### config.mk
export PLATFORM = sky130hd
export DESIGN_NAME = hintgen
export DESIGN_NICKNAME = d
export VERILOG_FILES = /design/src/source/makehint_defines_pkg.sv /design/src/source/hintgen.sv
export SDC_FILE = /design/constraint.sdc
export NUM_CORES = 1
export LEC_CHECK = 0
export BUFFER_PORTS_ARGS = -buffer_cell sky130_fd_sc_hd__buf_2
export CORE_AREA = 2 2 39 41
export DETAILED_ROUTE_END_ITERATION = 7
export DIE_AREA = 0 0 41 43
export PLACE_DENSITY = 0.46
export SLEW_MARGIN = 10
export SYNTH_ARGS = -nofsm -noshare
export SYNTH_HDL_FRONTEND = slang
export SYNTH_SLANG_ARGS = --single-unit
export TNS_END_PERCENT = 10
### constraint.sdc
create_clock -name clk -period 0.8 [get_ports clk]
set_clock_uncertainty 0.2 [all_clocks]
set_input_delay 0 -clock clk [delete_from_list [all_inputs] [get_ports clk]]
set_output_delay 0 -clock clk [all_outputs]
set_load 0.05 [all_outputs]
### src/source/makehint_defines_pkg.sv
package makehint_defines_pkg;

    // ----------------------------------------
    // Coefficient storage types
    // ----------------------------------------

    // Stored coefficient width, the top bit is always zero for reduced values
    localparam int REG_SIZE = 24;

    typedef logic [REG_SIZE-1:0] coeff_t;

    // One memory word holds four coefficients, lane 0 in the low bits
    typedef coeff_t [3:0] coeff4_t;

    // One z-differs flag per coefficient lane
    typedef logic [3:0] zbits_t;

    // Position of a coefficient inside its 256-entry polynomial
    typedef logic [7:0] hint_index_t;

    // ----------------------------------------
    // Modulus constants
    // ----------------------------------------

    localparam coeff_t DILITHIUM_Q = 24'd8380417;
    localparam coeff_t GAMMA2 = (DILITHIUM_Q - 24'd1) / 24'd32;

    // Read sequencer states of the control block
    typedef enum logic [2:0] {
        MH_IDLE,
        MH_RD_MEM,
        MH_WAIT1,
        MH_WAIT2,
        MH_FLUSH_SBUF,
        MH_RD_IBUF_LOW,
        MH_RD_IBUF_MID,
        MH_RD_IBUF_HIGH
    } mh_read_state_e;

endpackage

### src/source/hintgen.sv
module hintgen
    import makehint_defines_pkg::*;
(
    input  logic   clk,
    input  logic   reset_n,
    input  logic   zeroize,
    input  logic   enable,
    input  coeff_t r,
    input  logic   z_neq_z,
    output logic   h
);

    // Upper edge of the hint band
    localparam coeff_t HINT_HI = DILITHIUM_Q - GAMMA2;

    logic in_band;
    logic on_edge;
    logic hint_nxt;

    // Strictly inside the band always gives a hint
    assign in_band = (r > GAMMA2) && (r < HINT_HI);

    // Exactly on the upper edge the z flag decides
    assign on_edge = (r == HINT_HI) && z_neq_z;

    // Idle lanes never report a hint
    assign hint_nxt = enable && (in_band || on_edge);

    always_ff @(posedge clk or negedge reset_n) begin
        if (!reset_n) begin
            h <= 1'b0;
        end else if (zeroize) begin
            h <= 1'b0;
        end else begin
            h <= hint_nxt;
        end
    end

    // Memory contents must already be reduced mod q when a lane is fed
    r_reduced_a: assert property (@(posedge clk) disable iff (!reset_n)
        enable |-> (r < DILITHIUM_Q));

endmodule

==> results of run 1 <==
-- final timing paths --
kind                         start  end  slack [ns]  cells past startpoint
setup / recovery              r[9]    h       -0.94                      6
hold / removal             reset_n    h        0.11                      2
max in group asynchronous  reset_n    h        0.20                      2
min in group clk           zeroize    h        0.13                      3
-- cell type report --
type	instances	area (um^2)	area share, %
Tap cell	16	20.0	4.51
Multi-Input combinational cell	21	176	39.7
Timing Repair Buffer	39	223	50.1
Sequential cell	1	25.0	5.63
-- layer usage --
metal | vias to the layer above | wire length (um) | GRT usage (%)
met2 | 19 | 287 | 12.8
met3 | 0 | 83 | 1.05
li1 | 180 | - | -
met5 | - | 0 | 0
met4 | 0 | 0 | 0
met1 | 139 | 258 | 9.84
-- where the power goes --
part / leakage, nW / total [mW] / switching (mW) / internal, mW
Clock: 0 / 0 / 0 / 0
Sequential: 0.0135 / 0.0538 / 0.000321 / 0.0535
Combinational: 0.213 / 0.142 / 0.0521 / 0.0896
Total: 0.227 / 0.195 / 0.0524 / 0.143
-- cell usage in the layout, fill, tap and decap left out, types with 2 or more instances in the layout --
master and n:
buf_2 29, buf_4 9, or4_4 4, nand4_1 3, nor2_1 2
-- timing repair --
item | CTS | global route
resized for setup | 0 | 4
endpoints found under the setup margin | 1 | 1
endpoints found under the hold margin | 1 | 0
gates cloned | 0 | 0
pin swaps | 0 | 1
hold buffers | 1 | 0
setup buffers | 0 | 0
-- metrics by stage --
step                      setup WS (ns)  instances  setup TNS, ns
after floorplan                  -0.764         22         -0.764
after global placement           -0.901         76         -0.901
after detailed placement         -0.919         76         -0.919
after CTS                        -0.919         77         -0.919
after global routing             -0.974         77         -0.974
final                            -0.935         77         -0.935
-- cells by family (layout without fill, tap and decap cells) --
family,after synthesis,in the layout
and+or+nand+nor,18,18
buffers and inverters,0,39
DFF,1,1
AOI/OAI and AO/OA,3,3
==> impl_metrics.ini, run 1 <==
[global_route]
grt_pass1_wl_um = 1000
overflow = 0
grt_max_degree = 4
track_usage_pct = 7.40
antenna_found_initial = 0
first_global_vias = 274

[logic_synthesis]
synth-compound-area-share_pct = 12.9
syn-num-nets = 51
yosys.area_share.adder_pct = 0
synth_cell_types = 15
synth.avg_cell_area_um2 = 7.91
yosys_register_bits = 1
synth_top_family_by_area = simple AND/OR/NAND/NOR gates
yosys.area_share.simple_pct = 72.7
synth_xor_area_share_pct = 0
yosysMostFrequentCell = nand4_1
muxShareOfSynthArea_pct = 0
ys.warnings.count = 0
synth-edff-count = 0
synthesis.area_um2 = 174
yosysTopAreaCell = dfrtp_1
ys_async_sr_fraction_pct = 100
ys.flop_type = dfrtp_1
synth_area_leaders = dfrtp_1, or4_4, nand4_1
yosysTopAreaCellShare_pct = 14.4
netlist_instances = 22
yosysSeqAreaShare_pct = 14.4

[final_layout]
antenna_cells = 0
fillCellCount = 168
final_layout_size_suffix_gt1_share_pct = 75.4
final_cell_area_um2 = 444
reg_top3 = h x1
largest_reg_flops = 1
fin_nets = 92
top_register = h
final_util_pct = 32.1
synthToLayoutAreaGrowth_pct = 155

[timing]
min_period_ns = 1.74
hold_viol_final = 0
rsz0062_at_grt = true
finalSetupViolCount = 1
maxSlewHeadroom_pct = 82.7
drv_slew = 0
worst_slack_ns = -0.935
tightestPinTransition_ns = 0.256
min_period_over_period_pct = 217
fmax_ghz = 0.576
hold_ws_ns = 0.113

[setup_path]
path_buf_inv = 1
cp_max_fo = 2
critPathKind = input pin to flop
cp_common_cell = or4_4
crit_path_cell_trace = buf_2, or4_4, or4_4, nor3_2, nor4b_1, a21o_1
slowest_delay_ns = 0.52
crit_path_start_kind = input pin
crit_path_top_delay_cell = or4_4
cpLargestDelayFamily = simple AND/OR/NAND/NOR gates
end_kind = flop
worstPathRequired_ns = 0.48
critPathArrivalTime_ns = 1.41

[placed_design]
place_area_um2 = 412
numPortBuffers = 29
gp_congestion = 0.737

[route]
firstDrtPassIters = 2
wl_per_cell_um = 8.17
via_per_inst = 4.39
via_count = 338
ant_nets = 0
drt-initial-drc-count = 2
route.detailed.drc = 0
totalWireLength_um = 629

[floorplanning]
row_count = 14
die-width_um = 41
die_height_um = 43
core_area_um2 = 1380
pin_count = 30
start_util_pct = 12.6
die_area_um2 = 1760

[run]
drv_cap = 0

[pwr]
ir_worst_vdd_uv = 109
powerDensity_nw_per_um2 = 440
p_leak_nw = 0.227
total_power_uw = 195

[outcome]
outcome = finished with violations
violations = setup timing

[min_path]
hold_path.class = input pin to asynchronous set/reset pin

[clocking]
path_clk_slew_ns = 0
Note: power is estimated with default switching activity, not from simulation.
==> inputs of run 2 (changes only) <==
- PLACE_DENSITY: 0.46 -> 0.52
==> impl_metrics.ini, run 2 (synthesis gave the netlist of run 1 again) <==
[outcome]
outcome = finished with violations
violations = setup timing

[timing]
rsz0062_at_grt = true
drv_slew = 0
tightestPinTransition_ns = 0.270
hold_viol_final = 0
min_period_ns = 1.73
finalSetupViolCount = 1
worst_slack_ns = -0.925
maxSlewHeadroom_pct = 81.7
hold_ws_ns = 0.109
min_period_over_period_pct = 216
fmax_ghz = 0.580

[pwr]
powerDensity_nw_per_um2 = 454
ir_worst_vdd_uv = 107
p_leak_nw = 0.179

[floorplanning]
die_area_um2 = 1760
die_height_um = 43
core_area_um2 = 1380
row_count = 14
die-width_um = 41
pin_count = 30
start_util_pct = 12.6

[final_layout]
reg_top3 = h x1
synthToLayoutAreaGrowth_pct = 120
largest_reg_flops = 1
stdcell_count = 71
layout_commonest_cell = buf_2
mostFrequentLayoutCells = buf_2, nand4_1, buf_4
antenna_cells = 0
final_cell_area_um2 = 383
fin_nets = 86
final_layout_size_suffix_gt1_share_pct = 69.1
top_register = h

[route]
via_count = 319
firstDrtPassIters = 2
ant_nets = 0
wl_met1_um = 256
route.top_layer_used = met3
drt-initial-drc-count = 1
wl_met3_um = 70
route.detailed.drc = 0
totalWireLength_um = 630
wl_per_cell_um = 8.87
via_per_inst = 4.49
met2_length_um = 303

[placed_design]
dp_hpwl_um = 615
numPortBuffers = 29
place_area_um2 = 367
gp_congestion = 0.658
dp.cells = 70

[setup_path]
end_kind = flop
critPathArrivalTime_ns = 1.41
crit_path_start_kind = input pin
worstPathRequired_ns = 0.48
cp_max_fo = 2
critPathKind = input pin to flop

[clocking]
post_cts_buffers = 0
path_clk_slew_ns = 0

[global_route]
antenna_found_initial = 0
grt_pass1_wl_um = 966
first_global_vias = 271
overflow = 0
track_usage_pct = 7.10
grt_max_degree = 4

[min_path]
hold_path.class = input pin to asynchronous set/reset pin

[run]
drv_cap = 0
==> run 2: what timing repair did <==
item | 4_1_cts | 5_1_grt
endpoints found under the hold margin | 1 | 0
resized for setup | 0 | 1
hold buffers | 1 | 0
endpoints found under the setup margin | 1 | 1
cloned | 0 | 0
==> run 2: final cells by class <==
type                            instances  area [um^2]
Fill cell                             154         1000
Multi-Input combinational cell         21          160
Sequential cell                         1         25.0
Tap cell                               16         20.0
Timing Repair Buffer                   33          178
==> run 2: per-layer routing <==
layer  vias up  track usage [%]
li1        168                -
met4         0                0
met2        17             13.4
met1       134             8.57
met3         0            0.524
met5         -                0
==> run 2: power breakdown <==
part | switching [mW] | internal [mW] | leakage (nW)
registers | 0.000361 | 0.0535 | 0.0135
clock network | 0 | 0 | 0
logic | 0.0473 | 0.0725 | 0.166
==> run 2: worst paths after layout <==
kind | startpoint | to | slack, ns | cells after the start
worst min-delay path | reset_n | h | 0.11 | 2
min in group clk | zeroize | h | 0.12 | 3
worst max-delay path | r[9] | h | -0.93 | 6
max in group asynchronous | reset_n | h | 0.21 | 2
==> run 2: through the flow <==
stage / worst slack, ns / setup TNS [ns] / utilization, % / power [mW]
after floorplan: -0.764 / -0.764 / - / 0.0811
after global routing: -0.960 / -0.960 / 27.7 / 0.186
final: -0.925 / -0.925 / 27.7 / 0.174
after CTS: -0.924 / -0.924 / 27.2 / 0.175
after detailed placement: -0.920 / -0.920 / 26.5 / 0.171
after global placement: -0.914 / -0.914 / 26.5 / 0.169
==> run 2: critical path, cell delays in order <==
cell and delay [ns]:
buf_2 0.10, or4_4 0.53, or4_4 0.44, nor3_2 0.12
nor4b_1 0.07, a21o_1 0.15
