[config.mk]
export PLATFORM = sky130hd
export DESIGN_NAME = makehint_sample_buffer
export DESIGN_NICKNAME = d
export VERILOG_FILES = /design/src/source/abr_params_pkg.sv /design/src/source/makehint_defines_pkg.sv /design/src/source/makehint_sample_buffer.sv
export SDC_FILE = /design/constraint.sdc
export NUM_CORES = 1
export LEC_CHECK = 0
export ABC_AREA = 0
export BUFFER_PORTS_ARGS = -buffer_cell sky130_fd_sc_hd__buf_4
export CELL_PAD_IN_SITES_DETAIL_PLACEMENT = 1
export CELL_PAD_IN_SITES_GLOBAL_PLACEMENT = 1
export CORE_UTILIZATION = 41
export CTS_BUF_LIST = sky130_fd_sc_hd__clkbuf_8 sky130_fd_sc_hd__clkbuf_16
export DETAILED_ROUTE_END_ITERATION = 10
export MAX_ROUTING_LAYER = met4
export PLACE_DENSITY_LB_ADDON = 0.1
export SKIP_CTS_REPAIR_TIMING = 1
export SYNTH_ARGS = -nofsm -noshare
export SYNTH_HDL_FRONTEND = slang
export SYNTH_SLANG_ARGS = --single-unit
export TNS_END_PERCENT = 50
[constraint.sdc]
create_clock -name clk -period 3.7 [get_ports clk]
set_input_delay 0.185 -clock clk [delete_from_list [all_inputs] [get_ports clk]]
set_output_delay 0.185 -clock clk [all_outputs]
set_load 0.01 [all_outputs]
[src/source/abr_params_pkg.sv]
package abr_params_pkg;

    // ----------------------------------------
    // Memory side
    // ----------------------------------------

    // Word address into the coefficient memory and into the register window
    localparam int ABR_MEM_ADDR_WIDTH = 10;

    typedef logic [ABR_MEM_ADDR_WIDTH-1:0] mem_addr_t;

    // ----------------------------------------
    // Register port
    // ----------------------------------------

    // One register write carries a full dword
    localparam int REG_DWORD_WIDTH = 32;

    typedef logic [REG_DWORD_WIDTH-1:0] reg_dword_t;

endpackage

[src/source/makehint_defines_pkg.sv]
package makehint_defines_pkg;

    // ----------------------------------------
    // Coefficient storage types
    // ----------------------------------------

    // Stored coefficient width, the top bit is always zero for reduced values
    localparam int REG_SIZE = 24;

    typedef logic [REG_SIZE-1:0] coeff_t;

    // One memory word holds four coefficients, lane 0 in the low bits
    typedef coeff_t [3:0] coeff4_t;

    // One z-differs flag per coefficient lane
    typedef logic [3:0] zbits_t;

    // Position of a coefficient inside its 256-entry polynomial
    typedef logic [7:0] hint_index_t;

    // ----------------------------------------
    // Modulus constants
    // ----------------------------------------

    localparam coeff_t DILITHIUM_Q = 24'd8380417;
    localparam coeff_t GAMMA2 = (DILITHIUM_Q - 24'd1) / 24'd32;

    // Read sequencer states of the control block
    typedef enum logic [2:0] {
        MH_IDLE,
        MH_RD_MEM,
        MH_WAIT1,
        MH_WAIT2,
        MH_FLUSH_SBUF,
        MH_RD_IBUF_LOW,
        MH_RD_IBUF_MID,
        MH_RD_IBUF_HIGH
    } mh_read_state_e;

endpackage

[src/source/makehint_sample_buffer.sv]
module makehint_sample_buffer
    import abr_params_pkg::*;
    import makehint_defines_pkg::*;
(
    input  logic              clk,
    input  logic              reset_n,
    input  logic              flush,
    input  logic [3:0]        data_valid_i,
    input  hint_index_t [3:0] data_i,
    output logic              data_valid_o,
    output reg_dword_t        data_o
);

    // Byte store, oldest byte in slot 0, unused slots kept at zero
    hint_index_t [7:0] store;
    logic [3:0]        fill;

    // Store with this cycle's bytes appended
    hint_index_t [7:0] merged;
    logic [3:0]        merged_fill;

    // ----------------------------------------
    // Append incoming bytes in lane order
    // ----------------------------------------

    always_comb begin
        merged = store;
        merged_fill = fill;
        for (int i = 0; i < 4; i++) begin
            if (data_valid_i[i]) begin
                // Fill stays below 8 here, so three bits select the slot
                merged[merged_fill[2:0]] = data_i[i];
                merged_fill = merged_fill + 4'd1;
            end
        end
    end

    // A dword leaves as soon as four bytes are available
    // On flush whatever is left goes out, zero padded by the empty slots
    assign data_valid_o = flush || (merged_fill >= 4'd4);
    assign data_o = reg_dword_t'(merged[3:0]);

    // ----------------------------------------
    // Store update
    // ----------------------------------------

    always_ff @(posedge clk or negedge reset_n) begin
        if (!reset_n) begin
            store <= '0;
            fill <= '0;
        end else if (flush) begin
            store <= '0;
            fill <= '0;
        end else if (merged_fill >= 4'd4) begin
            // Drop the four bytes just emitted and move the rest down
            store <= {32'h0, merged[7:4]};
            fill <= merged_fill - 4'd4;
        end else begin
            store <= merged;
            fill <= merged_fill;
        end
    end

    // Leftover plus one full lane group must fit the eight slots
    fill_limit_a: assert property (@(posedge clk) disable iff (!reset_n)
        merged_fill <= 4'd8);

endmodule

==> metrics.txt, run 1 <==
status complete, but fails checks; failing checks negative hold slack, negative setup slack; crit path kind flip-flop to output port; crit end category output port; CP max FO 8; num rows 43; global-route wire length before repair 35,000 microns; Die Area about 15,000 sq um; Hold Vio Cnt, Final 18; Leakage between 3 and 4 nW; max-capacitance violation count 0; worst hold path type input port to async pin; Yosys top cell by area dfrtp_1; core area ~14,000 sq um; sw frac approximately two fifths; final max-slew violation count 0; Die H between 100 and 150 microns; total power approximately 5.4 mW; sequential share of power a little under a fifth; die width 122 microns; CTS H-Tree Depth 3; Worst Setup Slack, final -55.1 ps; Rel. slew slack 36.9%; #FFs+latches synth just under 70; vias per inst 6.23; global placer's final weighted congestion between 0.9 and 1; Placed Cells approximately 900; combinational power share between 60 and 70%; DRC Markers 0; Final min period approximately 3800 ps; Synthesis Warnings 0; Final nets a little under 800; CTS max path bufs 2; I/O pin cnt 72; routed wire length 23,500 microns; GR Overflow Total 0; Switch Pwr roughly 2.2 mW; initial detailed-routing violation count between 400 and 500; unrepaired setup endpoints after global routing true; CTS Sinks 68; Critical Path RT around 3500 ps; clk_skew between 4 and 5 ps; worst-path cell chain ha_4 > mux2i_4 > inv_2 > ha_4 > mux2i_4 > inv_2 > ha_4 > and3b_2 > or4_4 > and2_4 > o22ai_4 > buf_12 > mux2i_2 > inv_1 > buf_6; vias around 5,800; Antenna diodes 0; Final ANT Viol Nets 0; Yosys top cell area share between 20 and 30%; clock slew at reported path FFs 60 ps; Total Neg Setup Slack -154 ps; most frequent cells in the layout buf_4, mux2i_1, dfrtp_1; Most common cell on crit path ha_4; Routed WL per cell around 25 microns; cell family with the largest share of critical-path delay simple AND/OR/NAND/NOR gates; worst path bufs/invs 5; TritonCTS clock tree done; clk root buf clkbuf_16; Worst path max stage delay around 520 ps; synth top area cells dfrtp_1, mux2i_1, mux2_2, o211ai_1, nor2_1; VDD IR max around 360 uV; Starting Density about 42%; Pint ~3.2 mW; IO buf count 71; Post-synth ARST share 100%; Worst Path Arrival 3570 ps; fmax around 0.27 GHz; layout cells sized above 1 between 30% and 40%; Power per Cell Area 715 nW/um^2; Final setup viols 8; vias in the first global route ~6,000; drt first pass iters 5; clock power share between 10% and 20%; Global Route Usage Sum 33.0%; sequential fraction of the synthesis area approximately 29%; Tcrit/Tclk final 101%; initial antenna violation count 0; dpl hpwl about 16,000 microns; worst hold margin -20.8 ps; CTS Buf Count 9; critical path launch point type flip-flop; fin cells about 930; Mapped Cells 658; leading register cell type out of synthesis dfrtp_1; Netlist cell types slightly below 70; Post-synth EDFFs 0; Least-Margin Pin Slew 946 ps; clk_lat worst skew approximately 340 ps; Synthesized Nets 701; commonest non-fill, non-tap cell in the layout buf_4; syn_area_per_cell roughly 9 sq um; Filler cells between 1,500 and 2,000; P&R area growth vs syn 26.1%; slowest CP cell or4_4; Post-Syn Area between 5000 and 6000 sq um; pin count of the biggest net entering global routing 69
worst paths after layout:
| check | start | to | cells past startpoint | slack, ps |
|---|---|---|---|---|
| max | fill[1]$_DFF_PN0_ | data_o[5] | 15 | -60 |
| min | reset_n | store[13]$_DFF_PN0_ | 1 | -20 |
| max reg2reg | fill[1]$_DFF_PN0_ | store[11]$_DFF_PN0_ | 15 | 80 |
| min reg2reg | store[54]$_DFF_PN0_ | store[54]$_DFF_PN0_ | 6 | 860 |
| max in group asynchronous | reset_n | store[63]$_DFF_PN0_ | 1 | 3090 |
| min in group clk | flush | store[12]$_DFF_PN0_ | 2 | 140 |
layer usage:
layer  part of all wire (%)  vias to the layer above  GRT usage, %  routed length [microns]
met5                      0                        -             -                        0
li1                       -                     2583             -                        -
met2                     50                      171          55.6                    11800
met1                     42                     2980          39.0                     9790
met4                    3.5                        0          13.7                      811
met3                    4.9                       45          5.34                     1150
registers in the layout, summed over array words and instances (netlist names):
| register | cells |
|---|---|
| store | 64 |
| fill | 4 |
stage by stage:
| step | area [sq um] | worst slack [ps] | util (%) | hold WS (ps) |
|---|---|---|---|---|
| finish | 7490 | -55.1 | 53.6 | -20.8 |
| global route | 7490 | -133 | 53.6 | 46.6 |
| CTS | 7110 | -385 | 50.8 | 18.2 |
| detailed placement | 6790 | -58.0 | 48.5 | 385 |
| global placement | 6790 | 48.6 | 48.5 | 374 |
| floorplan | 5970 | 59.3 | - | -111 |
power by group through the flow:
| stage | Clock, mW | Sequential (mW) | Combinational [mW] |
|---|---|---|---|
| after detailed placement | 0 | 1.01 | 2.93 |
| after global routing | 0.986 | 1.02 | 3.64 |
| after CTS | 0.961 | 0.997 | 2.95 |
| after floorplan | 0 | 0.985 | 1.88 |
| after global placement | 0 | 0.997 | 2.84 |
| final | 0.957 | 0.999 | 3.40 |
kinds of logic after synthesis:
logic type | synth area share (%)
AOI/OAI and AO/OA | 19.7
and+or+nand+nor | 14.7
muxes | 27.2
buffers and inverters | 6.76
DFF | 28.6
xor gates and xnor gates | 2.19
adders and majority gates | 0.842
Yosys cell counts, drive strengths merged (2+ instances only):
cell type	number
clkbuf	19
mux2i	98
xnor2	4
xor2	2
nor2	57
ha	4
mux2	54
o211ai	42
inv	36
nand4	3
a21boi	3
a211o	8
and2	5
or3	3
a211oi	9
buf	31
o22ai	27
nor3	11
xnor3	3
nor4	2
o2111ai	2
and4b	2
a31oi	3
nand3b	2
dfrtp	68
o311ai	2
o21ai	43
nand2b	13
nand4b	2
nand3	12
and3b	3
and3	2
a21oi	24
nor3b	2
nand2	43
nor4bb	3
final cells by class:
cell class	count	area, sq um	share of cell area, %
inverters	37	144	1.92
clock inverters	6	80.1	1.07
flip-flops and latches	68	1700	22.7
well taps	180	225	3.01
clock buffers	10	239	3.19
multi-input cells	504	4090	54.6
repair buffers	123	1010	13.5
Power figures use the tool's default switching activity.
==> run 2: changes to the inputs <==
--- a/config.mk
+++ b/config.mk
@@ -15,6 +15,7 @@
 export MAX_ROUTING_LAYER = met4
 export PLACE_DENSITY_LB_ADDON = 0.1
 export SKIP_CTS_REPAIR_TIMING = 1
+export SKIP_LAST_GASP = 1
 export SYNTH_ARGS = -nofsm -noshare
 export SYNTH_HDL_FRONTEND = slang
 export SYNTH_SLANG_ARGS = --single-unit
==> metrics.txt, run 2 (synthesis results as in run 1) <==
CTS Buf Count 9 (unchanged); most flop-heavy register store; Regs by FF count store x64, fill x4; failing checks negative hold slack, negative setup slack; routed wire length 23,500 microns (+0.12%); Tcrit/Tclk final 101% (about the same); crit path kind flip-flop to output port; Antenna diodes 0 (unchanged); most frequent cells in the layout buf_4, mux2i_1, dfrtp_1; slowest CP cell or4_4; Metal-1 WL 9740 microns (-0.47%); status complete, but fails checks; sw frac 41.0% (+0.10 points); Switch Pwr 2.19 mW (about the same); Routed WL per cell 25.4 microns (+0.12%); pin count of the biggest net entering global routing 69 (unchanged); Final ANT Viol Nets 0 (unchanged); Placed Cells 895 (unchanged); Rel. slew slack 36.1% (-0.81 points); CTS Sinks 68 (unchanged); Die Area 15,000 sq um (unchanged); dpl hpwl 15,900 microns (unchanged); combinational power share 63.3% (-0.2 points); Worst path max stage delay 520 ps (about the same); Final setup viols 9 (+1); max-capacitance violation count 0 (unchanged); drt first pass iters 5 (unchanged); CP max FO 8 (unchanged); Die H 122 microns (unchanged); unrepaired setup endpoints after global routing true; clk_lat worst skew 340 ps (about the same); commonest non-fill, non-tap cell in the layout buf_4; IO buf count 71 (unchanged); Leakage 3.75 nW (+0.10%); total power 5.34 mW (-0.26%); CTS max path bufs 2 (unchanged); Stages on worst setup path 15 (unchanged); P&R area growth vs syn 25.8%; clock power share 18.0% (about the same); Hold Vio Cnt, Final 10 (-8); DRC Markers 0 (unchanged); Worst Setup Slack, final -52.1 ps (+3.06 ps); worst hold margin -15.5 ps (+5.29 ps); Global Route Usage Sum 33.0% (unchanged); die width 122 microns (unchanged); Least-Margin Pin Slew 958 ps (+12.2 ps); vias per inst 6.27 (+0.76%); clk root buf clkbuf_16; global placer's final weighted congestion 0.906 (unchanged); Most common cell on crit path ha_4; Total Neg Setup Slack -141 ps (+13.3 ps); GR Overflow Total 0 (unchanged); Pint 3.15 mW (-0.43%); Final nets 786 (unchanged); max reg flops 64 (unchanged); layout cells sized above 1 34.2% (-0.27 points); final max-slew violation count 0 (unchanged); initial detailed-routing violation count 404 (-0.49%); clk_skew 5.42 ps (+1.41 ps); Worst Path Arrival 3570 ps (about the same); clock slew at reported path FFs 60 ps (about the same); core area 14,000 sq um (unchanged); vias 5,823 (+0.76%); crit end category output port; sequential share of power 18.7% (about the same); Worst Reg2Reg Path Length in Cells 15 (unchanged); I/O pin cnt 72 (unchanged); met3 WL post-DR 1160 microns (+0.43%); cell family with the largest share of critical-path delay simple AND/OR/NAND/NOR gates; VDD IR max 358 uV (+0.38%); Power per Cell Area 715 nW/um^2 (about the same); Critical Path RT 3510 ps (about the same); Starting Density 42.5% (unchanged); fmax 0.267 GHz (about the same); vias in the first global route 5,914 (unchanged); worst hold path type input port to async pin; initial antenna violation count 0 (unchanged); WL met2 11,900 microns (+0.96%); critical path launch point type flip-flop; TritonCTS clock tree done; fin cells 928 (unchanged); CTS H-Tree Depth 3 (unchanged); global-route wire length before repair 35,000 microns (unchanged); max layer used met4; worst-path cell chain ha_4 > mux2i_4 > inv_2 > ha_4 > mux2i_4 > inv_2 > ha_4 > and3b_2 > or4_4 > and2_4 > o22ai_4 > buf_12 > mux2i_2 > inv_1 > buf_6; num rows 43 (unchanged); worst path bufs/invs 5 (unchanged); Final min period 3750 ps (-3.06 ps)
run 2: changes by cell type in the layout (fill, tap and decap cells not counted):
cell and change:
mux2_2 +3, mux2_4 -3, mux2i_1 +2, mux2i_2 -2
run 2: metrics by stage:
| stage | setup slack, ps | instance area, sq um | utilization, % |
|---|---|---|---|
| 2_1_floorplan | 59.3 | 5970 | - |
| 3_3_place_gp | 48.6 | 6790 | 48.5 |
| 3_5_place_dp | -58.0 | 6790 | 48.5 |
| 4_1_cts | -385 | 7110 | 50.8 |
| 5_1_grt | -133 | 7470 | 53.4 |
| 6_report | -52.1 | 7470 | 53.4 |
run 2: final cells by class:
type / count / area, sq um
fillers: 1610 / 6520
multi-input cells: 504 / 4070
flip-flops and latches: 68 / 1700
repair buffers: 123 / 1010
clock buffers: 10 / 239
well taps: 180 / 225
inverters: 37 / 144
clock inverters: 6 / 80.1
run 2: worst paths after layout:
| check | from | to | slack [ps] |
|---|---|---|---|
| worst max-delay path | fill[1]$_DFF_PN0_ | data_o[5] | -50 |
| worst max register to register | fill[1]$_DFF_PN0_ | store[8]$_DFF_PN0_ | 70 |
| min in group clk | flush | store[12]$_DFF_PN0_ | 140 |
| max in group asynchronous | reset_n | store[63]$_DFF_PN0_ | 3080 |
| worst min-delay path | reset_n | store[13]$_DFF_PN0_ | -20 |
| worst min register to register | store[54]$_DFF_PN0_ | store[54]$_DFF_PN0_ | 860 |
run 2: metal layers:
metal / GRT usage [%] / vias up
li1: - / 2586
met1: 39.0 / 3007
met2: 55.6 / 185
met3: 5.34 / 45
met4: 13.7 / 0
met5: - / -
run 2: power by group through the flow:
stage / sequential, mW / combinational, mW / clock (mW)
after global placement: 0.997 / 2.84 / 0
after global routing: 1.02 / 3.62 / 0.986
final: 0.999 / 3.38 / 0.961
after CTS: 0.997 / 2.95 / 0.961
after floorplan: 0.985 / 1.88 / 0
after detailed placement: 1.01 / 2.93 / 0
==> run 3: changes to the inputs <==
--- a/config.mk
+++ b/config.mk
@@ -16,7 +16,8 @@
 export PLACE_DENSITY_LB_ADDON = 0.1
 export SKIP_CTS_REPAIR_TIMING = 1
 export SKIP_LAST_GASP = 1
+export SLEW_MARGIN = 5
 export SYNTH_ARGS = -nofsm -noshare
 export SYNTH_HDL_FRONTEND = slang
 export SYNTH_SLANG_ARGS = --single-unit
-export TNS_END_PERCENT = 50
+export TNS_END_PERCENT = 30
==> metrics.txt, run 3 (synthesis results as in run 1) <==
status complete, but fails checks; failing checks negative hold slack, negative setup slack; vias per inst 6.24 (-0.58%); Hold Vio Cnt, Final 29 (+19); Worst Path Arrival 3570 ps (about the same); GR Overflow Total 0 (unchanged); CP max FO 8 (unchanged); max reg flops 64 (unchanged); RR Endpoint store[9]$_DFF_PN0_; Final nets 786 (unchanged); CTS max path bufs 2 (unchanged); P&R area growth vs syn 25.7% (about the same); M2 GR Usage 55.6% (unchanged); vias 5,789 (-0.58%); met1 GRT Util 39.0% (unchanged); clk root buf clkbuf_16; Placed Cells 895 (unchanged); crit path kind flip-flop to output port; I/O pin cnt 72 (unchanged); max-capacitance violation count 0 (unchanged); CTS Sinks 68 (unchanged); drt first pass iters 5 (unchanged); core area 14,000 sq um (unchanged); num rows 43 (unchanged); Regs by FF count store x64, fill x4; Most Crowded Layer GR met2; most frequent cells in the layout buf_4, mux2i_1, dfrtp_1; initial antenna violation count 0 (unchanged); TritonCTS clock tree done; pin count of the biggest net entering global routing 69 (unchanged); Critical Path RT 3510 ps (about the same); met3 usage 5.34% (unchanged); final instance area 7470 sq um (about the same); Antenna diodes 0 (unchanged); Starting Density 42.5% (unchanged); CTS H-Tree Depth 3 (unchanged); total power 5.33 mW (-0.15%); Power per Cell Area 714 nW/um^2 (about the same); Global Route Usage Sum 33.0% (unchanged); layout cells sized above 1 34.2% (unchanged); DRC Markers 0 (unchanged); DP Area 6790 sq um (unchanged); Die Area 15,000 sq um (unchanged); Die H 122 microns (unchanged); Tcrit/Tclk final 101% (about the same); routed wire length 23,500 microns (-0.16%); unrepaired setup endpoints after global routing true; final max-slew violation count 0 (unchanged); die width 122 microns (unchanged); vias in the first global route 5,914 (unchanged); Total Neg Setup Slack -168 ps (-26.8 ps); worst hold margin -25.2 ps (-9.78 ps); crit end category output port; Least-Margin Pin Slew 956 ps (-1.99 ps); Leakage 3.75 nW (about the same); last element of the critical path data_o[5]; most flop-heavy register store; fin cells 928 (unchanged); fmax 0.266 GHz (about the same); Worst Reg2Reg Path Length in Cells 15 (unchanged); clk_lat worst skew 340 ps (about the same); clk_skew 4.64 ps (-0.781 ps); Rel. slew slack 36.3% (+0.13 points); Routed WL per cell 25.3 microns (-0.16%); flop2flop setup slack 80 ps (about the same); reg2reg start fill[1]$_DFF_PN0_; Final ANT Viol Nets 0 (unchanged); VDD IR max 359 uV (+0.11%); dpl hpwl 15,900 microns (unchanged); initial detailed-routing violation count 374 (-7.4%); global-route wire length before repair 35,000 microns (unchanged); Critical path origin fill[1]$_DFF_PN0_; CTS Buf Count 9 (unchanged); global placer's final weighted congestion 0.906 (unchanged); critical path launch point type flip-flop; IO buf count 71 (unchanged); final core utilization 53.4% (about the same); commonest non-fill, non-tap cell in the layout buf_4; Worst Setup Slack, final -53.3 ps (-1.24 ps); Final min period 3750 ps (+1.24 ps); worst hold path type input port to async pin; clock slew at reported path FFs 60 ps (about the same); Final setup viols 9 (unchanged); pre-CTS setup slack -58.0 ps (unchanged)
run 3: how the worst min path moves through the flow:
stage | startpoint | to | slack [ps] | cells past startpoint
final | reset_n | store[13]$_DFF_PN0_ | -30 | 1
after global routing | reset_n | store[15]$_DFF_PN0_ | 50 | 1
after CTS | reset_n | store[13]$_DFF_PN0_ | 20 | 1
after detailed placement | reset_n | fill[1]$_DFF_PN0_ | 390 | 1
after global placement | reset_n | fill[1]$_DFF_PN0_ | 370 | 1
after floorplan | reset_n | fill[0]$_DFF_PN0_ | -110 | 0
run 3: area by class of cell:
type / count / area (sq um)
tap: 180 / 225
clock inverter: 6 / 80.1
timing repair buffer: 123 / 1010
clock buffer: 10 / 239
inverter: 37 / 144
fill: 1611 / 6520
multi-input combinational: 504 / 4070
sequential: 68 / 1700
run 3: worst max-delay path, cell delays in order, from the launching register on:
cell,delay (ps)
dfrtp_1,410
ha_4,270
mux2i_4,160
inv_2,80
ha_4,280
mux2i_4,60
inv_2,80
ha_4,130
and3b_2,220
or4_4,520
and2_4,210
o22ai_4,150
buf_12,190
mux2i_2,260
inv_1,80
buf_6,120
run 3: power breakdown:
group / internal (mW) / switching (mW)
combinational: 1.61 / 1.77
sequential: 0.935 / 0.0638
clock: 0.603 / 0.356
total: 3.15 / 2.19
run 3: layer usage:
| metal | up-vias | wire length, microns |
|---|---|---|
| met5 | - | 0 |
| met4 | 0 | 764 |
| met3 | 46 | 1050 |
| met2 | 167 | 11900 |
| met1 | 2988 | 9810 |
| li1 | 2588 | - |
