File: src/source/abr_params_pkg.sv
package abr_params_pkg;

    // ----------------------------------------
    // Memory side
    // ----------------------------------------

    // Word address into the coefficient memory and into the register window
    localparam int ABR_MEM_ADDR_WIDTH = 10;

    typedef logic [ABR_MEM_ADDR_WIDTH-1:0] mem_addr_t;

    // ----------------------------------------
    // Register port
    // ----------------------------------------

    // One register write carries a full dword
    localparam int REG_DWORD_WIDTH = 32;

    typedef logic [REG_DWORD_WIDTH-1:0] reg_dword_t;

endpackage

File: src/source/makehint_defines_pkg.sv
package makehint_defines_pkg;

    // ----------------------------------------
    // Coefficient storage types
    // ----------------------------------------

    // Stored coefficient width, the top bit is always zero for reduced values
    localparam int REG_SIZE = 24;

    typedef logic [REG_SIZE-1:0] coeff_t;

    // One memory word holds four coefficients, lane 0 in the low bits
    typedef coeff_t [3:0] coeff4_t;

    // One z-differs flag per coefficient lane
    typedef logic [3:0] zbits_t;

    // Position of a coefficient inside its 256-entry polynomial
    typedef logic [7:0] hint_index_t;

    // ----------------------------------------
    // Modulus constants
    // ----------------------------------------

    localparam coeff_t DILITHIUM_Q = 24'd8380417;
    localparam coeff_t GAMMA2 = (DILITHIUM_Q - 24'd1) / 24'd32;

    // Read sequencer states of the control block
    typedef enum logic [2:0] {
        MH_IDLE,
        MH_RD_MEM,
        MH_WAIT1,
        MH_WAIT2,
        MH_FLUSH_SBUF,
        MH_RD_IBUF_LOW,
        MH_RD_IBUF_MID,
        MH_RD_IBUF_HIGH
    } mh_read_state_e;

endpackage

File: src/source/makehint.sv
module makehint
    import abr_params_pkg::*;
    import makehint_defines_pkg::*;
#(
    parameter int DILITHIUM_K = 8,
    parameter int OMEGA = 75
) (
    input  logic              clk,
    input  logic              reset_n,
    input  logic              zeroize,
    input  logic              makehint_enable,
    input  mem_addr_t         mem_base_addr,
    input  mem_addr_t         dest_base_addr,
    input  logic [3:0]        hint,
    input  logic              sample_valid,
    input  reg_dword_t        sample_data,
    output logic              mem_rd_en,
    output mem_addr_t         mem_rd_addr,
    output logic              hint_enable,
    output hint_index_t [3:0] index,
    output logic              flush_buffer,
    output logic              invalid_h,
    output logic              makehint_done,
    output logic              reg_wren,
    output mem_addr_t         reg_wr_addr,
    output reg_dword_t        reg_wrdata
);

    // One spare bit so the bound check on the counter means something
    localparam int POLY_W = $clog2(DILITHIUM_K) + 1;

    mh_read_state_e state;
    mh_read_state_e state_nxt;
    logic start;

    mem_addr_t rd_addr;
    logic last_addr_read;
    logic [POLY_W-1:0] poly_count;
    logic poly_last;
    logic poly_end;
    logic rd_en_d2;
    hint_index_t index_count;

    logic [7:0] hint_sum;
    logic [7:0] hint_sum_nxt;
    logic [DILITHIUM_K-1:0][7:0] max_index_buffer;

    logic ibuf_rd;
    reg_dword_t count_data;
    mem_addr_t wr_offset;

    // ----------------------------------------
    // Read sequencer
    // ----------------------------------------

    assign start = (state == MH_IDLE) && makehint_enable;

    // 64 words per polynomial, the address runs on across polynomials
    assign last_addr_read = (rd_addr[5:0] == 6'h3f);
    assign poly_last = (poly_count == POLY_W'(DILITHIUM_K - 1));

    always_ff @(posedge clk or negedge reset_n) begin
        if (!reset_n) begin
            state <= MH_IDLE;
        end else if (zeroize) begin
            state <= MH_IDLE;
        end else begin
            state <= state_nxt;
        end
    end

    always_comb begin
        state_nxt = state;
        case (state)
            MH_IDLE: begin
                if (start) begin
                    state_nxt = MH_RD_MEM;
                end
            end
            MH_RD_MEM: begin
                if (last_addr_read) begin
                    state_nxt = MH_WAIT1;
                end
            end
            // Two idle cycles let the last hints of the polynomial drain
            MH_WAIT1: state_nxt = MH_WAIT2;
            MH_WAIT2: state_nxt = poly_last ? MH_FLUSH_SBUF : MH_RD_MEM;
            MH_FLUSH_SBUF: state_nxt = MH_RD_IBUF_LOW;
            MH_RD_IBUF_LOW: state_nxt = MH_RD_IBUF_MID;
            MH_RD_IBUF_MID: state_nxt = MH_RD_IBUF_HIGH;
            default: state_nxt = MH_IDLE;
        endcase
    end

    assign makehint_done = (state == MH_IDLE);
    assign mem_rd_en = (state == MH_RD_MEM);
    assign mem_rd_addr = mem_base_addr + rd_addr;

    // All hints of a polynomial have reached the lanes by WAIT2
    assign poly_end = (state == MH_WAIT2);

    // ----------------------------------------
    // Counters
    // ----------------------------------------

    always_ff @(posedge clk or negedge reset_n) begin
        if (!reset_n) begin
            rd_addr <= '0;
            poly_count <= '0;
            index_count <= '0;
        end else if (zeroize || makehint_done) begin
            rd_addr <= '0;
            poly_count <= '0;
            index_count <= '0;
        end else begin
            if (mem_rd_en) begin
                rd_addr <= rd_addr + 1'b1;
            end
            if (poly_end && !poly_last) begin
                poly_count <= poly_count + 1'b1;
            end
            // Wraps to zero after 256 coefficients, ready for the next polynomial
            if (rd_en_d2) begin
                index_count <= index_count + 8'd4;
            end
        end
    end

    // Memory latency plus the lane register put each hint two cycles after its read
    always_ff @(posedge clk or negedge reset_n) begin
        if (!reset_n) begin
            hint_enable <= 1'b0;
            rd_en_d2 <= 1'b0;
        end else if (zeroize) begin
            hint_enable <= 1'b0;
            rd_en_d2 <= 1'b0;
        end else begin
            hint_enable <= mem_rd_en;
            rd_en_d2 <= hint_enable;
        end
    end

    always_comb begin
        for (int i = 0; i < 4; i++) begin
            index[i] = index_count + hint_index_t'(i);
        end
    end

    // ----------------------------------------
    // Hint sum and count buffer
    // ----------------------------------------

    assign hint_sum_nxt = hint_sum + 8'($countones(hint));

    // The running sum is never cleared between polynomials
    always_ff @(posedge clk or negedge reset_n) begin
        if (!reset_n) begin
            hint_sum <= '0;
            max_index_buffer <= '0;
        end else if (zeroize || makehint_done) begin
            hint_sum <= '0;
            max_index_buffer <= '0;
        end else begin
            hint_sum <= hint_sum_nxt;
            // Shift in the sum including this cycle's hints, polynomial 0 ends in slot 0
            if (poly_end) begin
                max_index_buffer <= {hint_sum_nxt, max_index_buffer[DILITHIUM_K-1:1]};
            end
        end
    end

    // Sticky until the next start or a zeroize
    always_ff @(posedge clk or negedge reset_n) begin
        if (!reset_n) begin
            invalid_h <= 1'b0;
        end else if (zeroize || start) begin
            invalid_h <= 1'b0;
        end else if (hint_sum_nxt > 8'(OMEGA)) begin
            invalid_h <= 1'b1;
        end
    end

    // Count dword layout covers eight polynomials
    always_comb begin
        case (state)
            MH_RD_IBUF_LOW: count_data = {max_index_buffer[0], 24'h0};
            MH_RD_IBUF_MID: count_data = max_index_buffer[4:1];
            MH_RD_IBUF_HIGH: count_data = {8'h0, max_index_buffer[7:5]};
            default: count_data = '0;
        endcase
    end

    // ----------------------------------------
    // Register port
    // ----------------------------------------

    assign ibuf_rd = (state == MH_RD_IBUF_LOW) || (state == MH_RD_IBUF_MID) ||
                     (state == MH_RD_IBUF_HIGH);

    // Zeroize also empties the sample buffer, that flush must not reach the port
    assign flush_buffer = (state == MH_FLUSH_SBUF) || zeroize;
    assign reg_wren = !zeroize && (sample_valid || ibuf_rd);
    assign reg_wrdata = ibuf_rd ? count_data : sample_data;
    assign reg_wr_addr = dest_base_addr + wr_offset;

    always_ff @(posedge clk or negedge reset_n) begin
        if (!reset_n) begin
            wr_offset <= '0;
        end else if (zeroize || makehint_done) begin
            wr_offset <= '0;
        end else if (state == MH_FLUSH_SBUF) begin
            // Flush takes the next index slot, then the counts go to their fixed slots
            wr_offset <= mem_addr_t'(OMEGA / 4);
        end else if (reg_wren) begin
            wr_offset <= wr_offset + 1'b1;
        end
    end

    // Pending sample output must have drained before the sequencer goes idle
    no_write_idle_a: assert property (@(posedge clk) disable iff (!reset_n)
        (state == MH_IDLE) |-> !reg_wren);

    poly_bound_a: assert property (@(posedge clk) disable iff (!reset_n)
        (state != MH_IDLE) |-> (poly_count < POLY_W'(DILITHIUM_K)));

endmodule

File: config.mk
export PLATFORM = sky130hd
export DESIGN_NAME = makehint
export DESIGN_NICKNAME = d
export VERILOG_FILES = /design/src/source/abr_params_pkg.sv /design/src/source/makehint_defines_pkg.sv /design/src/source/makehint.sv
export SDC_FILE = /design/constraint.sdc
export NUM_CORES = 1
export LEC_CHECK = 0
export BUFFER_PORTS_ARGS = -buffer_cell sky130_fd_sc_hd__buf_2
export CAP_MARGIN = 20
export CORE_MARGIN = 5
export CORE_UTILIZATION = 56
export CTS_BUF_LIST = sky130_fd_sc_hd__clkbuf_4
export CTS_CLUSTER_DIAMETER = 150
export DETAILED_ROUTE_END_ITERATION = 12
export PLACE_DENSITY = 0.94
export SYNTH_ARGS = -nofsm -noshare
export SYNTH_HDL_FRONTEND = slang
export SYNTH_SLANG_ARGS = --single-unit
File: constraint.sdc
create_clock -name clk -period 2.76 [get_ports clk]
set_clock_uncertainty 0.1 [all_clocks]
set_input_delay 0.552 -clock clk [delete_from_list [all_inputs] [get_ports clk]]
set_output_delay 0.552 -clock clk [all_outputs]
set_load 0.1 [all_outputs]
==> impl_metrics.yaml, run 1 <==
run_status:
  outcome: "complete, but fails checks"
  violations: "setup timing"
sta:
  drv_slew: 0
  finalHoldViolations: 0
  relSlewSlack_pct: 51.1
  final.period_utilization_pct: 117
  fmax_mhz: 309
  tightestPinTransition_ns: 0.733
  layout_min_cycle_time_ns: 3.24
  setup_violations: 12
  rsz0062_at_grt: "true"
  setup_ws_ns: -0.478
synthesis:
  synth.largest_area_cell: "dfrtp_1"
  async_reset_ff_share_pct: 100
  netlist_instances: 730
  yosysMostFrequentCell: "nand2_1"
  synthFlopType: "dfrtp_1"
  syn-cell-area_um2: 6370
  synth_commonest_cells: "155 x nand2_1, 108 x dfrtp_1, 79 x a21oi_1, 61 x nor2_1, 37 x o21ai_0"
  synth_top_area_share_pct: 42.4
  avgSynthCellArea_um2: 8.73
  synthTopCellsByArea: "dfrtp_1 42%, nand2_1 9.1%, a21oi_1 6.2%, ha_1 4.5%, mux2i_1 3.9%"
  ys_seq_area_share_pct: 42.4
  synth-seq-cells: 108
  synth_edf_count: 0
  synth.distinct_cells: 49
  ys_warn_count: 0
setup_path:
  setup.worst_path.end_class: "output pin"
  path_max_fanout: 3
  r2r_slack_ns: 0.48
  required_ns: 2.11
  cp.arrival_ns: 2.59
  worstSetupStartpointType: "flop"
  reg2regPathDepth: 7
  critical_path_class: "reg2out"
  r2r_start: "state[0]$_DFFE_PN0P_"
  regToRegEndpoint: "poly_count[3]$_DFFE_PN0P_"
detailed_routing:
  topRoutingLayerUsed: "met4"
  wl_met1_um: 7300
  drt_wl_total_um: 19300
  wire_per_inst_um: 18.8
  dr_wl_met3_um: 1740
  via_per_inst: 5.95
  drc: 0
  vias: 6119
  ant_nets: 0
  drt-initial-drc-count: 847
  wl_met2_um: 9590
  drtPass1Iterations: 6
global_route:
  antenna_found_initial: 1
  grt_max_degree: 62
  grt_pass1_wl_um: 29400
  grt.total_usage_pct: 27.5
  grt_pass1_vias: 5929
  gr-total-overflow: 0
cells_and_area:
  final_util_pct: 78.5
  multi_input_area_um2: 3810
  regArea_um2: 2710
  fin_nets: 968
  drive_gt1_share_pct: 33.4
  fin_area_um2: 8850
  syn_to_final_growth_pct: 38.9
  nFillCells: 618
  layout.cells.non_filler: 1028
clocking:
  cts_tree: "yes"
  cts_made_buffers: 9
  cts.sinks: 108
  clockBufferDepth: 2
  clk_latency_ns: 0.47
  clkTransAtPathRegs_ns: 0.17
  cts_root_buf: "clkbuf_4"
  h-tree-depth: 3
power:
  ir_drop_uv: 230
  power_density_nw_per_um2: 405
  p_leak_nw: 4.05
floorplanning:
  die_h_um: 117
  core_um2: 11300
  io_pins: 151
  initial_core_util_pct: 56.5
  rows: 39
  die-area_um2: 13600
  die_w_um: 117
placement:
  dp.cells: 996
  placed_cell_area_um2: 8390
  place.gp.congestion: 0.891
  place_hpwl_um: 12900
  port_buffers: 142
flow_run:
  maxCapViolCount: 0
min_path:
  holdCritPathClass: "in2async"
-- final cells by class --
type	instances	share of cell area (%)
Timing Repair Buffer	198	22.1
Clock buffer	10	0.848
Tap cell	143	2.02
Sequential cell	108	30.6
Multi-Input combinational cell	543	43.1
Inverter	19	0.806
Clock inverter	6	0.551
Antenna cell	1	0.0283
-- worst max-delay path: stages, from the launching register on --
cell and delay [ns]:
dfrtp_1 0.44, ha_1 0.29, a21o_1 0.20, a2111oi_4 0.42
o21bai_1 0.16, a21oi_2 0.26, xnor2_4 0.16, buf_12 0.19
-- registers in the layout (all words and copies together) (netlist names) --
register / cells
max_index_buffer: 64
rd_addr: 10
wr_offset: 10
hint_sum: 8
index_count: 6
poly_count: 4
state: 3
hint_enable: 1
invalid_h: 1
rd_en_d2: 1
-- cells in the final DEF, fill, tap and decap left out, drive strengths merged, types with 2 or more instances in the layout --
cell / Yosys / layout
and2: 2 / 2
o21ai: 40 / 40
buf: 41 / 198
mux2i: 25 / 25
clkinvlp: 0 / 2
nand4: 6 / 6
o41ai: 2 / 2
or2: 3 / 3
dfrtp: 108 / 108
o21a: 2 / 2
a2111oi: 2 / 2
nand2: 156 / 156
clkbuf: 25 / 10
nand3: 10 / 10
inv: 19 / 21
a21o: 7 / 7
ha: 23 / 23
nor2b: 6 / 6
o2111ai: 3 / 3
a22o: 17 / 17
o21bai: 3 / 3
nor2: 65 / 65
or3: 5 / 5
xor2: 22 / 22
conb: 2 / 8
fa: 5 / 5
xnor2: 22 / 22
a21oi: 79 / 79
and3: 6 / 6
a31o: 2 / 2
clkinv: 0 / 2
nor3: 7 / 7
a211oi: 7 / 7
-- per-stage QoR --
step	TNS [ns]	total power [mW]	setup slack, ns	hold slack (ns)
floorplan	-7.67	2.44	-0.820	0.156
global placement	-0.900	2.79	-0.162	0.409
detailed placement	-1.64	2.81	-0.294	0.415
CTS	-3.97	3.55	-0.525	0.0331
global route	-5.15	3.72	-0.582	0.0605
finish	-3.82	3.59	-0.478	0.0223
-- worst max path at each step --
stage                                  start        endpoint  slack, ns  depth (start not counted)
floorplan               state[1]$_DFFE_PN0P_   reg_wrdata[4]      -0.82                          4
global placement            mem_base_addr[1]  mem_rd_addr[9]      -0.16                          8
detailed placement         dest_base_addr[1]  reg_wr_addr[9]      -0.29                          8
CTS                 wr_offset[1]$_DFFE_PN0P_  reg_wr_addr[9]      -0.53                          7
global route        wr_offset[1]$_DFFE_PN0P_  reg_wr_addr[7]      -0.58                          7
finish              wr_offset[1]$_DFFE_PN0P_  reg_wr_addr[7]      -0.48                          7
-- routing by layer --
metal	global-route usage [%]	vias to the layer above
met4	9.25	0
met3	5.03	75
met2	46.4	404
met1	36.0	2903
met5	0	-
li1	-	2737
-- logic make-up after synthesis --
logic type | Yosys count | synth area share [%]
simple gates | 269 | 17.9
mux | 26 | 4.10
buf+inv | 85 | 6.75
flops | 108 | 42.4
other cells | 2 | 0.118
fa+ha+maj | 28 | 6.09
xor+xnor | 44 | 6.05
compound gates | 168 | 16.6
-- what timing repair did --
item | CTS | global route
resized for setup | 28 | 15
pin swaps | 28 | 16
setup buffers | 10 | 6
hold buffers | 0 | 0
endpoints found under the setup margin | 43 | 38
hold endpoints to repair | 0 | 0
-- power breakdown --
| part | switching, mW | total (mW) | internal, mW |
|---|---|---|---|
| clock network | 0.543 | 0.748 | 0.205 |
| logic | 0.828 | 1.22 | 0.391 |
| registers | 0.0203 | 1.62 | 1.60 |
No activity file was read; power rests on OpenSTA's default activity.
==> run 2, diff against run 1 <==
Settings changed: ABC_AREA set to 1.
==> run 2 against run 1 <==
Compared with the run above:
- the run still ends with setup timing left
- first-iteration DRC count shrank 19%
- fmax rose by 8.1%
- flip-flop and latch count is the same
- sequential power increased by 14%
- non-clock buffer count increased by 21
- critical path type unchanged
==> impl_metrics.yaml, run 2 <==
setup_path:
  critical_path_class: "reg2out"
  cp-startpoint: "wr_offset[0]$_DFFE_PN0P_"
  worstSetupStartpointType: "flop"
  r2r_start: "state[2]$_DFFE_PN0P_"
  path_max_fanout: 3
  setup.worst_path.end_class: "output pin"
  cp.arrival_ns: 2.34
  required_ns: 2.11
run_status:
  outcome: "complete, but fails checks"
  violations: "setup timing"
floorplanning:
  io_pins: 151
  die_h_um: 118
  die-area_um2: 13900
  die_w_um: 118
  initial_core_util_pct: 57.1
  rows: 39
  core_um2: 11400
sta:
  finalHoldViolations: 0
  fmax_mhz: 334
  setup_violations: 12
  layout_min_cycle_time_ns: 3.00
  setup_ws_ns: -0.237
  rsz0062_at_grt: "true"
  relSlewSlack_pct: 56.3
  drv_slew: 0
  tightestPinTransition_ns: 0.655
  finalSetupTns_ns: -1.30
  final.period_utilization_pct: 109
  hold_ws_ns: 0.301
synthesis:
  avgSynthCellArea_um2: 7.92
  yosysMostFrequentCell: "nand2_1"
  synthFlopType: "dfrtp_1"
  synth.largest_area_cell: "dfrtp_1"
  synth-seq-cells: 108
  ys_seq_area_share_pct: 41.5
  synth.distinct_cells: 39
  async_reset_ff_share_pct: 100
  synthTopCellsByArea: "dfrtp_1 41%, nand2_1 8.9%, inv_1 6.9%, a21oi_1 5.5%, o21ai_0 4.8%"
  netlist_instances: 823
  synth_edf_count: 0
  ys_warn_count: 0
  synth_top_area_share_pct: 41.5
  syn-cell-area_um2: 6520
  synth_commonest_cells: "154 x nand2_1, 119 x inv_1, 108 x dfrtp_1, 72 x a21oi_1, 62 x o21ai_0"
detailed_routing:
  drc: 0
  ant_nets: 0
  drt-initial-drc-count: 690
  drt_wl_total_um: 23500
  via_per_inst: 6.13
  vias: 7078
  drtPass1Iterations: 6
  wire_per_inst_um: 20.4
placement:
  port_buffers: 142
  dp.cells: 1082
  pre_cts_ws_ns: 0.0104
  place.gp.congestion: 0.971
  placed_cell_area_um2: 8350
  place_hpwl_um: 13400
clocking:
  cts.sinks: 108
  cts_tree: "yes"
  clk_latency_ns: 0.48
  cts_root_buf: "clkbuf_4"
  h-tree-depth: 3
  cts_made_buffers: 9
  clkTransAtPathRegs_ns: 0.20
  clockBufferDepth: 2
cells_and_area:
  nFillCells: 541
  final_common_cell: "nand2_1"
  top_register: "max_index_buffer"
  largest_reg_flops: 64
  most-common-layout-cells: "140 x nand2_1, 115 x inv_1, 100 x dfrtp_1"
  fin_nets: 1094
  layout.cells.non_filler: 1154
  top_regs: "max_index_buffer (64), rd_addr (10), wr_offset (10)"
  final_util_pct: 82.5
  drive_gt1_share_pct: 35.3
  fin_area_um2: 9420
  syn_to_final_growth_pct: 44.5
min_path:
  hold_start: "makehint_enable"
  holdCritPathClass: "in2reg"
global_route:
  antenna_found_initial: 1
  grt_pass1_wl_um: 32600
  gr-total-overflow: 0
  grt.total_usage_pct: 28.2
  grt_pass1_vias: 6413
  grt_max_degree: 46
power:
  p_leak_nw: 4.46
  ir_drop_uv: 970
  power_density_nw_per_um2: 576
  finalPower_mw: 5.43
flow_run:
  maxCapViolCount: 0
run 2: cell count changes after synthesis, sizes merged, moves of 16 or more:
cell	previous run	this run
inv	19	128
nand3	10	32
xnor2	22	6
a22o	17	0
o21ai	40	79
o211ai	0	24
mux2i	25	1
run 2: path summary, 6_finish.rpt:
kind                       cells past startpoint  slack, ns                          endpoint
max in group asynchronous                      3       1.45  max_index_buffer[63]$_DFFE_PN0P_
setup reg to reg                               7       0.51         poly_count[3]$_DFFE_PN0P_
setup / recovery                               8      -0.24                    reg_wr_addr[8]
hold reg to reg                                2       0.43                rd_en_d2$_DFF_PN0_
min in group asynchronous                      2       0.46        index_count[7]$_DFFE_PN0N_
hold / removal                                 3       0.30              state[0]$_DFFE_PN0P_
run 2: cells by family after synthesis:
family	synth area share [%]
simple gates	18.8
compound gates	18.3
buf+inv	12.7
flops	41.5
fa+ha+maj	5.95
xor+xnor	2.55
other cells	0.115
mux	0.154
run 2: metal layers:
metal / part of all wire, % / wire, µm / GRT usage (%) / vias up
met5: 0 / 0 / 0 / -
met4: 5.8 / 1370 / 12.0 / 0
met3: 8.6 / 2030 / 4.76 / 124
met2: 49 / 11600 / 47.1 / 531
met1: 36 / 8510 / 36.1 / 3372
li1: - / - / - / 3051
run 2: final cells by class:
| cell class | instances | area, µm² | area share, % |
|---|---|---|---|
| clock inverter | 7 | 91.3 | 0.969 |
| sequential | 108 | 2710 | 28.8 |
| timing repair buffer | 219 | 2100 | 22.3 |
| antenna | 1 | 2.50 | 0.0266 |
| tap | 143 | 179 | 1.90 |
| clock buffer | 9 | 67.6 | 0.717 |
| multi-input combinational | 539 | 3780 | 40.1 |
| inverter | 128 | 485 | 5.15 |
run 2: critical path, stage by stage (launching register included):
cell,delay [ns]
dfrtp_1,0.44
ha_4,0.16
inv_2,0.05
fa_2,0.37
o21ai_4,0.21
nand4_1,0.13
nand2_2,0.14
xor2_4,0.18
buf_12,0.19
run 2: where the power goes:
part | switching (mW) | total (mW) | internal (mW)
clock network | 0.644 | 0.873 | 0.229
logic | 1.92 | 2.72 | 0.796
registers | 0.127 | 1.84 | 1.71
total | 2.69 | 5.43 | 2.74
run 2: repair_timing:
action                     in CTS  in global routing
gates cloned                    1                  1
pin swaps                      16                 41
gates resized for setup        44                 59
hold buffers                    1                  0
hold endpoints to repair       37                  0
setup endpoints to repair      44                 40
buffers inserted               26                 28
